--- config.mk ---
export PLATFORM = sky130hd
export DESIGN_NAME = bus_merge_flat
export DESIGN_NICKNAME = d
export VERILOG_FILES = /design/src/ext_mem_pkg.sv /design/src/mem_bus_if.sv /design/src/bus_merge.sv /design/src/flat_wrapper.sv
export VERILOG_INCLUDE_DIRS = /design/src
export SDC_FILE = /design/constraint.sdc
export NUM_CORES = 1
export LEC_CHECK = 0
export ABC_AREA = 1
export BUFFER_PORTS_ARGS = -buffer_cell sky130_fd_sc_hd__buf_4
export CAP_MARGIN = 20
export CORE_AREA = 5 5 97 99
export CTS_BUF_LIST = sky130_fd_sc_hd__clkbuf_8
export CTS_CLUSTER_SIZE = 28
export DETAILED_ROUTE_END_ITERATION = 6
export DIE_AREA = 0 0 102 104
export GPL_ROUTABILITY_DRIVEN = 0
export PLACE_DENSITY = 0.51
export SYNTH_ARGS = -nofsm -noshare
export SYNTH_HDL_FRONTEND = slang
export SYNTH_SLANG_ARGS = --single-unit
--- constraint.sdc ---
create_clock -name clk_i -period 2.82 [get_ports clk_i]
set_clock_uncertainty 0.15 [all_clocks]
set_input_delay 0.282 -clock clk_i [delete_from_list [all_inputs] [get_ports clk_i]]
set_output_delay 0.282 -clock clk_i [all_outputs]
set_load 0.01 [all_outputs]
--- src/ext_mem_cfg.svh ---
`ifndef EXT_MEM_CFG_SVH
`define EXT_MEM_CFG_SVH

// Byte address width of every bus in the subsystem
`define EXT_MEM_ADDR_W 16

// Data word width, one word per cache line
`define EXT_MEM_DATA_W 32

// Log2 of the line count of each first-level cache
`define EXT_MEM_L1_LINES_W 5

// Log2 of the line count of the shared L2
`define EXT_MEM_L2_LINES_W 7

`endif

--- src/ext_mem_pkg.sv ---
`include "ext_mem_cfg.svh"

package ext_mem_pkg;

   // Byte address, bits [1:0] unused
   typedef logic [`EXT_MEM_ADDR_W-1:0] addr_t;

   typedef logic [`EXT_MEM_DATA_W-1:0] data_t;

   // Zero strobe means read
   typedef logic [`EXT_MEM_DATA_W/8-1:0] strb_t;

   // Cache controller states
   typedef enum logic [1:0] {
      C_IDLE,  // Waiting for a request
      C_HIT,   // Front ack, also after fill and write
      C_FILL,  // Read miss, back end busy
      C_WRITE  // Write-through in progress
   } cache_state_t;

endpackage

--- src/mem_bus_if.sv ---
`timescale 1ns/1ps

interface mem_bus_if
   import ext_mem_pkg::*;
();
   logic  req;    // Held until ack
   addr_t addr;
   data_t wdata;
   strb_t wstrb;  // Any set bit makes it a write
   data_t rdata;  // Valid with ack on reads
   logic  ack;    // One-cycle pulse

   modport master (
      output req,
      output addr,
      output wdata,
      output wstrb,
      input  rdata,
      input  ack
   );

   modport slave (
      input  req,
      input  addr,
      input  wdata,
      input  wstrb,
      output rdata,
      output ack
   );

endinterface

--- src/bus_merge.sv ---
`timescale 1ns/1ps

module bus_merge (
   input  logic      clk_i,
   input  logic      arst_i,
   mem_bus_if.slave  m0,  // Data cache, high priority
   mem_bus_if.slave  m1,  // Instruction cache
   mem_bus_if.master s
);

   logic busy_q;   // Transfer open on the slave
   logic owner_q;  // Granted master, 1 is m1
   logic sel;

   // Held grant while busy, else m0 wins any tie
   assign sel = busy_q ? owner_q : ~m0.req;

   // Combinational pass-through, no added cycles
   assign s.req   = sel ? m1.req   : m0.req;
   assign s.addr  = sel ? m1.addr  : m0.addr;
   assign s.wdata = sel ? m1.wdata : m0.wdata;
   assign s.wstrb = sel ? m1.wstrb : m0.wstrb;

   // Response goes only to the owner
   assign m0.ack   = s.ack & ~sel;
   assign m1.ack   = s.ack & sel;
   assign m0.rdata = sel ? '0 : s.rdata;
   assign m1.rdata = sel ? s.rdata : '0;

   always_ff @(posedge clk_i or posedge arst_i) begin
      if (arst_i) begin
         busy_q  <= 1'b0;
         owner_q <= 1'b0;
      end else if (s.ack) begin
         busy_q <= 1'b0;  // Release on slave ack
      end else if (!busy_q && s.req) begin
         busy_q  <= 1'b1;
         owner_q <= sel;
      end
   end

endmodule

--- src/flat_wrapper.sv ---
// flat-port wrapper written by rule: the top's interface ports become plain ports
module bus_merge_flat 
  (clk_i, arst_i, m0_req, m0_addr, m0_wdata, m0_wstrb, m0_rdata, m0_ack, m1_req, m1_addr, m1_wdata, m1_wstrb, m1_rdata, m1_ack, s_req, s_addr, s_wdata, s_wstrb, s_rdata, s_ack);
  mem_bus_if m0_i ();
  mem_bus_if m1_i ();
  mem_bus_if s_i ();
  input  logic clk_i;
  input  logic arst_i;
  input wire logic [$bits(m0_i.req)-1:0] m0_req;
  input wire logic [$bits(m0_i.addr)-1:0] m0_addr;
  input wire logic [$bits(m0_i.wdata)-1:0] m0_wdata;
  input wire logic [$bits(m0_i.wstrb)-1:0] m0_wstrb;
  output wire logic [$bits(m0_i.rdata)-1:0] m0_rdata;
  output wire logic [$bits(m0_i.ack)-1:0] m0_ack;
  input wire logic [$bits(m1_i.req)-1:0] m1_req;
  input wire logic [$bits(m1_i.addr)-1:0] m1_addr;
  input wire logic [$bits(m1_i.wdata)-1:0] m1_wdata;
  input wire logic [$bits(m1_i.wstrb)-1:0] m1_wstrb;
  output wire logic [$bits(m1_i.rdata)-1:0] m1_rdata;
  output wire logic [$bits(m1_i.ack)-1:0] m1_ack;
  output wire logic [$bits(s_i.req)-1:0] s_req;
  output wire logic [$bits(s_i.addr)-1:0] s_addr;
  output wire logic [$bits(s_i.wdata)-1:0] s_wdata;
  output wire logic [$bits(s_i.wstrb)-1:0] s_wstrb;
  input wire logic [$bits(s_i.rdata)-1:0] s_rdata;
  input wire logic [$bits(s_i.ack)-1:0] s_ack;
  assign m0_i.req = m0_req;
  assign m0_i.addr = m0_addr;
  assign m0_i.wdata = m0_wdata;
  assign m0_i.wstrb = m0_wstrb;
  assign m0_rdata = m0_i.rdata;
  assign m0_ack = m0_i.ack;
  assign m1_i.req = m1_req;
  assign m1_i.addr = m1_addr;
  assign m1_i.wdata = m1_wdata;
  assign m1_i.wstrb = m1_wstrb;
  assign m1_rdata = m1_i.rdata;
  assign m1_ack = m1_i.ack;
  assign s_req = s_i.req;
  assign s_addr = s_i.addr;
  assign s_wdata = s_i.wdata;
  assign s_wstrb = s_i.wstrb;
  assign s_i.rdata = s_rdata;
  assign s_i.ack = s_ack;
  bus_merge u_core (.clk_i(clk_i), .arst_i(arst_i), .m0(m0_i), .m1(m1_i), .s(s_i));
endmodule
; Word level (Yosys, flattened, before mapping)
; Index checks and enable logic that the tools add are counted.
[classes]
reduce_logical = 4
mux = 9
n_bitwise = 5
[op_table]
columns = op, n
row1 = 32-bit two-way mux, 3
row2 = 16-bit two-way mux, 1
row3 = 1-bit two-way mux, 4
row4 = 4-bit two-way mux, 1
row5 = 1-bit inverter, 3
row6 = 1-bit AND, 2
row7 = 2-bit AND reduction, 1
row8 = 2-bit nonzero test, 1
row9 = 1-bit logical AND, 1
row10 = 1-bit zero test, 1
[totals]
out_inout_bits = 119
inputBits = 141
ff_bits = 2

; Logic depth before layout (Yosys ltp)
; Gate-level depths: netlist of the first run.
[depth]
depth_word = 6
ltp_mapped = 7
ltp_nobuf = 5

; Worst setup path before layout of the first run
; Ideal clock, no wire load.
[synth_timing]
path_type = reg-to-output
start = register u_core.busy_q
end = output m1_rdata[10]
setup_slack_ns = 1.345
path_stages_with_launch = 7
required_time_ns = 2.388
arrival_ns = 1.043
path_buffers = 2
path_cell_list = dfrtp_1 inv_1 nand2_1 nand2_1 buf_4 buf_6 nor2_1
[synth_via]
elab_chain_len = 2
[synth_lines]
columns = element, line_no
row1 = "start, declared", bus_merge.sv:11  ; logic busy_q;
row2 = "start signal, assigned", bus_merge.sv:32  ; busy_q <= 1'b0;
row3 = "start signal, assigned", bus_merge.sv:35  ; busy_q <= 1'b0;
row4 = "start signal, assigned", bus_merge.sv:37  ; busy_q <= 1'b1;
row5 = 1-bit two-way mux, bus_merge.sv:16  ; assign sel = busy_q ? owner_q : ~m0.req;
row6 = 32-bit two-way mux, bus_merge.sv:28  ; assign m1.rdata = sel ? s.rdata : '0;
row7 = "end, declared", flat_wrapper.sv:19  ; output wire logic [$bits(m1_i.rdata)-1:0] m1_rdata;
; No other way between the ends.

; Worst setup path in the final report of the first run
[layout_timing]
start = register u_core.busy_q
end = output s_wstrb[3]
[layout_via]
elab_chain_len = 2
[layout_lines]
columns = element, line_no
row1 = 1-bit two-way mux, bus_merge.sv:16
row2 = 4-bit two-way mux, bus_merge.sv:22  ; assign s.wstrb = sel ? m1.wstrb : m0.wstrb;
row3 = "end, declared", flat_wrapper.sv:24  ; output wire logic [$bits(s_i.wstrb)-1:0] s_wstrb;
; No other way between the ends.

==> impl_results.md, run 1 <==
* DRC viols at 0
* Fin crit share at 88.8%
* Die area at 0.0106 mm^2
* Mapped cell area at 0.00122 mm^2
* Area taken by multi-input logic gates at roughly 900 um^2
* Largest family of logic cells by synthesized area: simple AND/OR/NAND/NOR gates
* Slew HR at 37.9%
* Cell variety after synth at 11
* Worst Tran Pin Value at 0.929 ns
* Final ANT Viol Nets at 0
* DP HPWL at 7300 um
* Synth area leader: nand2_1
* Synth Register Bits at 2
* PortBufs at 259
* Area share of the largest cell type after synthesis at 50.4%
* Hold WC Path Type: in -> reg
* Delay-heaviest family, CP: compound AO/OA/AOI/OAI gates
* Cells after synthesis at 293
* Syn_area_per_cell at 4.17 um^2
* Rows at 34
* Vias in the first global route at 2481
* Post-synthesis compound-gate area fraction at 1.54%
* CTS tree: yes
* Adder-Cell Fraction of Synth Area at 0%
* Area grow syn2layout at 169%
* Hold Path Cell Cnt at 2
* Setup crit start kind: flip-flop
* Antenna Cells at 0
* Post-layout min period at 2.50 ns
* Yosys Warn Count at 0
* Layout Nets at 686
* Worst reg2reg path depth at 3
* Mapped Nets at 434
* Largest cells by area after synthesis: nand2_1 (50%), nor2_1 (21%), inv_1 (11%)
* Initial antenna violation count at 0
* Placed Cells at 647
* Vias per Instance at 3.88
* Via count at 2525
* GRT Total Usage at 14.2%
* Final TNS setup at 0 ns
* Hold Fails Final Rpt at 0
* WL final at 8480 um
* Fin cells at around 650
* Unrepaired setup endpoints after global routing: false
* Req. time, crit path at 2.39 ns
* First-pass iteration count of the detailed router at 4
* Worst path slowest cell: o21ai_4
* Clock slew at reported path FFs at 0.03 ns
* DR WL/cell at 13.0 um
* VDD IR-drop max at ~0.00013 V
* Mux cell area share after synthesis at 0%
* Reg area at 50.0 um^2
* Die Y at 104 um
* Number of H-tree branching levels at 1
* Fill cells at roughly 950
* Max incr delay on CP at 0.77 ns
* Crit. End Element: output pin
* GRT overflow at 0
* Status: finished clean
* Post-synthesis sequential area ratio at 4.10%
* Maximum capacitance violations at 0
* Initial Utilization at 14.4%
* Clk buf depth at 2
* Synth Area in Simple Gates at between 70% and 80%
* Layout cells sized above 1 at 49.5%
* Worst EP arrival at 2.07 ns
* Final setup viols at 0
* Total CTS buffers at 3
* Worst-path fanout max at 39
* Max Slew Vio Count at 0
* Xor and xnor area share after synthesis at 0%
* F_max at between 0.3 and 0.4 GHz
* IO Pins at 260
* CP Depth at 5
* CTS root buf: clkbuf_8
* First-pass GRT wire length at about 12000 um
* Largest net degree at the start of global routing at 40
* Core ar. at ~0.0085 mm^2
* Clock Latency Late Sink at 0.21 ns
* Leakage power at 2.16 nW
* Pwr Density at around 300 mW/mm^2
* Critical path buffers and inverters at 2
* Die X at 102 um
* Number of DRC markers in iteration 0 at 66
* Crit-path cells: o21ai_4 > buf_4 > nand2_1 > nand2_1 > buf_4
* Num Clock Sinks at 2
* CP Class: reg -> out
## flip-flops by register name (all words and copies together) (netlist names)
register / cells
u_core.busy_q: 1
u_core.owner_q: 1
## layout make-up
cell class	instances	area share [%]
sequential	2	1.52
tap	108	4.11
timing repair buffer	265	61.4
multi-input combinational	236	27.5
inverter	37	4.23
clock buffer	3	1.26
## synth_stat cells
library cell,count
o21ai_0,1
inv_1,37
nand3_1,1
o21ai_2,1
a21oi_1,1
buf_4,4
buf_6,6
dfrtp_1,2
buf_2,8
nor2_1,68
nand2_1,164
## what timing repair did
item,4_1_cts,5_1_grt
hold buffers,1,0
setup endpoints to repair,0,0
hold endpoints to repair,2,0
buffers inserted,0,0
resized for setup,0,0
## worst reg2reg max path: cells and delay by family (launching register included)
kind            cells  cell delay [ns]
flops               1             0.43
simple gates        2             0.25
compound gates      1             0.77
## worst paths after layout
kind	from	end	slack, ns
worst min register to register	u_core.owner_q	u_core.owner_q	0.35
min in group asynchronous	arst_i	u_core.busy_q	0.34
max in group asynchronous	arst_i	u_core.owner_q	2.06
worst max register to register	u_core.busy_q	u_core.owner_q	1.15
worst max-delay path	u_core.busy_q	s_wstrb[3]	0.32
worst min-delay path	s_ack	u_core.busy_q	0.09
## stage by stage
step	instance area, um^2	worst slack, ns	utilization [%]	hold WS (ns)	power [mW]
floorplan	1220	1.35	-	-0.127	0.403
global placement	3240	0.517	38.2	0.000695	0.898
detailed placement	3240	0.486	38.2	0.00573	0.897
CTS	3290	0.256	38.8	0.0915	1.02
global route	3290	0.125	38.8	0.101	1.08
finish	3290	0.316	38.8	0.0935	0.996
## where the power goes
group / switching [mW] / internal (mW)
Clock: 0.0206 / 0.0901
Combinational: 0.409 / 0.439
Sequential: 0.00389 / 0.0327
Total: 0.434 / 0.562
## layer usage
metal | track usage, % | part of all wire (%)
met1 | 14.3 | 34
met2 | 27.4 | 51
met3 | 4.09 | 13
met4 | 3.84 | 1.9
met5 | 0 | 0
## cell usage in the layout, fill, tap and decap left out
master	Yosys	layout
nand2_2	0	1
buf_12	0	2
buf_4	4	262
inv_1	37	37
nor2_1	68	68
o21ai_0	1	1
o21ai_4	0	1
a21oi_1	1	1
nand2_1	164	163
dfrtp_1	2	2
nand3_1	1	1
dlygate4sd3_1	0	1
clkbuf_8	0	3
## logic make-up (layout without fill, tap and decap cells)
logic type | Yosys count | in the layout
AO/OA/AOI/OAI | 3 | 3
buffers and inverters | 55 | 305
flip-flops | 2 | 2
AND/OR/NAND/NOR | 233 | 233
(Power assumes the default switching activity.)
==> run 2: changes to the inputs <==
--- a/config.mk
+++ b/config.mk
@@ -9,13 +9,13 @@
 export ABC_AREA = 1
 export BUFFER_PORTS_ARGS = -buffer_cell sky130_fd_sc_hd__buf_4
 export CAP_MARGIN = 20
-export CORE_AREA = 5 5 97 99
-export CTS_BUF_LIST = sky130_fd_sc_hd__clkbuf_8
+export CORE_AREA = 5 5 98 100
+export CTS_BUF_LIST = sky130_fd_sc_hd__clkbuf_2
 export CTS_CLUSTER_SIZE = 28
 export DETAILED_ROUTE_END_ITERATION = 6
-export DIE_AREA = 0 0 102 104
+export DIE_AREA = 0 0 103 105
 export GPL_ROUTABILITY_DRIVEN = 0
-export PLACE_DENSITY = 0.51
+export PLACE_DENSITY = 0.5
 export SYNTH_ARGS = -nofsm -noshare
 export SYNTH_HDL_FRONTEND = slang
 export SYNTH_SLANG_ARGS = --single-unit
==> constraint.sdc (replaced) <==
create_clock -name clk_i -period 2.8 [get_ports clk_i]
set_clock_uncertainty 0.15 [all_clocks]
set_input_delay 0.28 -clock clk_i [delete_from_list [all_inputs] [get_ports clk_i]]
set_output_delay 0.28 -clock clk_i [all_outputs]
set_load 0.01 [all_outputs]
==> run 2 against run 1 <==
Net effect:
- register-to-register slack improved by 0.04 ns
- wire length decreased by 1.5%
- total power decreased by 6.7%
- critical path depth unchanged
- flip-flop and latch count unchanged
- global-route usage decreased by 0.66 points
- die area increased by 2.0%
- cell count decreased by 0.31%
- highest routed layer unchanged
==> impl_results.md, run 2 (same netlist as run 1, synthesis figures left out) <==
* Pwr Density at 285 mW/mm^2 (-5.8%)
* Total CTS buffers at 3 (unchanged)
* Post-layout min period at approximately 2.4 ns
* Part of the power in the clock network at 4.8% (-6.3 points)
* Number of DRC markers in iteration 0 at 66 (unchanged)
* Post-CTS setup buffers at 0 (unchanged)
* First-pass iteration count of the detailed router at 4 (unchanged)
* Leading cell type in the layout, fill and taps excluded: buf_4
* Crit-path cells: o21ai_4 > buf_12 > nand2_1 > nand2_1 > buf_4
* Maximum capacitance violations at 0 (unchanged)
* DP HPWL at 7290 um (-0.15%)
* Top flop regs: u_core.busy_q: 1 flops, u_core.owner_q: 1 flops
* Max Slew Vio Count at 0 (unchanged)
* Core ar. at 0.00859 mm^2 (+1.5%)
* First-pass GRT wire length at 11700 um (-3.5%)
* PortBufs at 259 (unchanged)
* WL final at 8350 um (-1.5%)
* Unrepaired setup endpoints after global routing: false
* Initial Utilization at 14.2% (-0.21 points)
* Clock Latency Late Sink at 0.19 ns (-0.02 ns)
* Vias per Instance at 3.84 (-1.1%)
* Worst Tran Pin Value at 0.853 ns (-0.0757 ns)
* Die area at 0.0108 mm^2 (+2.0%)
* Number of H-tree branching levels at 1 (unchanged)
* Leakage power at 2.15 nW (-0.69%)
* CP dominant cell by count: nand2_1
* Flop pwr share at 4.0% (+0.3 points)
* Crit. End Element: output pin
* Clk buf depth at 2 (unchanged)
* IO Pins at 260 (unchanged)
* Area grow syn2layout at 167%
* CP Class: reg -> out
* DRC viols at 0 (unchanged)
* Num Clock Sinks at 2 (unchanged)
* Worst path slowest cell: o21ai_4
* Final setup viols at 0 (unchanged)
* Net Switching at 0.426 mW (-1.8%)
* VDD IR-drop max at 0.000115 V (-11%)
* Antenna Cells at 0 (unchanged)
* GRT Total Usage at 13.5% (-0.66 points)
* Clock slew at reported path FFs at 0.03 ns (about the same)
* CTS root buf: clkbuf_2
* Fill cells at 917 (-3.2%)
* CTS tree: yes
* Worst EP arrival at 1.97 ns (-0.10 ns)
* Req. time, crit path at 2.37 ns (-0.02 ns)
* Initial antenna violation count at 0 (unchanged)
* Pre-CTS WS at 0.518 ns (+0.0320 ns)
* Cell Int Power at 0.503 mW (-10%)
* Vias in the first global route at 2359 (-4.9%)
* Max incr delay on CP at 0.71 ns (-0.06 ns)
* Fin crit share at 85.8%
* Switching share of power at 45.9% (+2.3 points)
* Die X at 103 um (+0.98%)
* Hold Fails Final Rpt at 0 (unchanged)
* Hold WC Path Type: in -> reg
* Via count at 2490 (-1.4%)
* Slew HR at 42.9% (+5.1 points)
* DR WL/cell at 12.9 um (-1.2%)
* Largest net degree at the start of global routing at 54 (+35%)
* GRT overflow at 0 (unchanged)
* Status: finished clean
* Most frequent cells in the layout: buf_4 (259), nand2_1 (163), nor2_1 (68)
* Power share of the combinational group at 91.2% (+6.0 points)
* Final TNS setup at 0 ns (unchanged)
* Final ANT Viol Nets at 0 (unchanged)
* F_max at about 0.42 GHz
* Worst-path fanout max at 53 (+36%)
* Die Y at 105 um (+0.96%)
* Layout Nets at 684 (-0.29%)
* Layout cells sized above 1 at 49.4% (-0.19 points)
* Setup crit start kind: flip-flop
* Final WS setup at 0.397 ns (+0.0809 ns)
* Rows at 34 (unchanged)
-- run 2: changes by cell type in the layout (fill, tap and decap cells not counted) --
cell	previous run	this run
buf_12	2	3
clkbuf_2	0	3
clkbuf_8	3	0
buf_4	262	259
-- run 2: layout make-up --
class | instances | area (um^2) | share of cell area, %
sequential | 2 | 50.0 | 1.54
multi-input combinational | 236 | 905 | 27.8
clock buffer | 3 | 15.0 | 0.461
inverter | 37 | 139 | 4.26
tap | 108 | 135 | 4.15
timing repair buffer | 263 | 2010 | 61.8
-- run 2: stage by stage --
| stage | util (%) | power [mW] | cell area, um^2 | hold slack, ns | cells |
|---|---|---|---|---|---|
| after floorplan | - | 0.406 | 1220 | -0.129 | 293 |
| after global placement | 37.6 | 0.903 | 3230 | -0.00648 | 645 |
| after detailed placement | 37.6 | 0.901 | 3230 | -0.00721 | 645 |
| after CTS | 37.9 | 0.954 | 3260 | 0.0967 | 649 |
| after global routing | 37.9 | 1.02 | 3260 | 0.111 | 649 |
| final | 37.9 | 0.929 | 3260 | 0.111 | 649 |
-- run 2: power groups by stage --
stage / combinational [mW] / clock [mW] / sequential, mW
final: 0.848 / 0.0446 / 0.0368
after global routing: 0.931 / 0.0503 / 0.0371
after CTS: 0.868 / 0.0492 / 0.0368
after detailed placement: 0.864 / 0 / 0.0372
after global placement: 0.866 / 0 / 0.0369
after floorplan: 0.370 / 0 / 0.0361
-- run 2: final timing paths --
path / from / end / slack, ns / depth (start not counted)
max: u_core.busy_q / s_wdata[31] / 0.40 / 5
min: s_ack / u_core.busy_q / 0.11 / 2
max reg2reg: u_core.busy_q / u_core.owner_q / 1.19 / 3
min reg2reg: u_core.owner_q / u_core.owner_q / 0.36 / 2
min in group asynchronous: arst_i / u_core.busy_q / 0.36 / 3
max in group asynchronous: arst_i / u_core.owner_q / 2.03 / 3
-- run 2: worst max-delay path, delay by kind of cell (launching register included) --
kind            cells  cell delay (ns)
buf+inv             2             0.43
flops               1             0.44
simple gates        2             0.17
compound gates      1             0.71
-- run 2: what timing repair did --
action	CTS	global route
gates resized for setup	0	0
hold buffers	1	0
endpoints found under the hold margin	2	0
-- run 2: per-layer routing --
layer  wire length (um)  global-route usage, %
met1               2750                   13.2
met4                 27                   1.94
met5                  0                      0
met3               1110                   3.86
met2               4460                   27.5
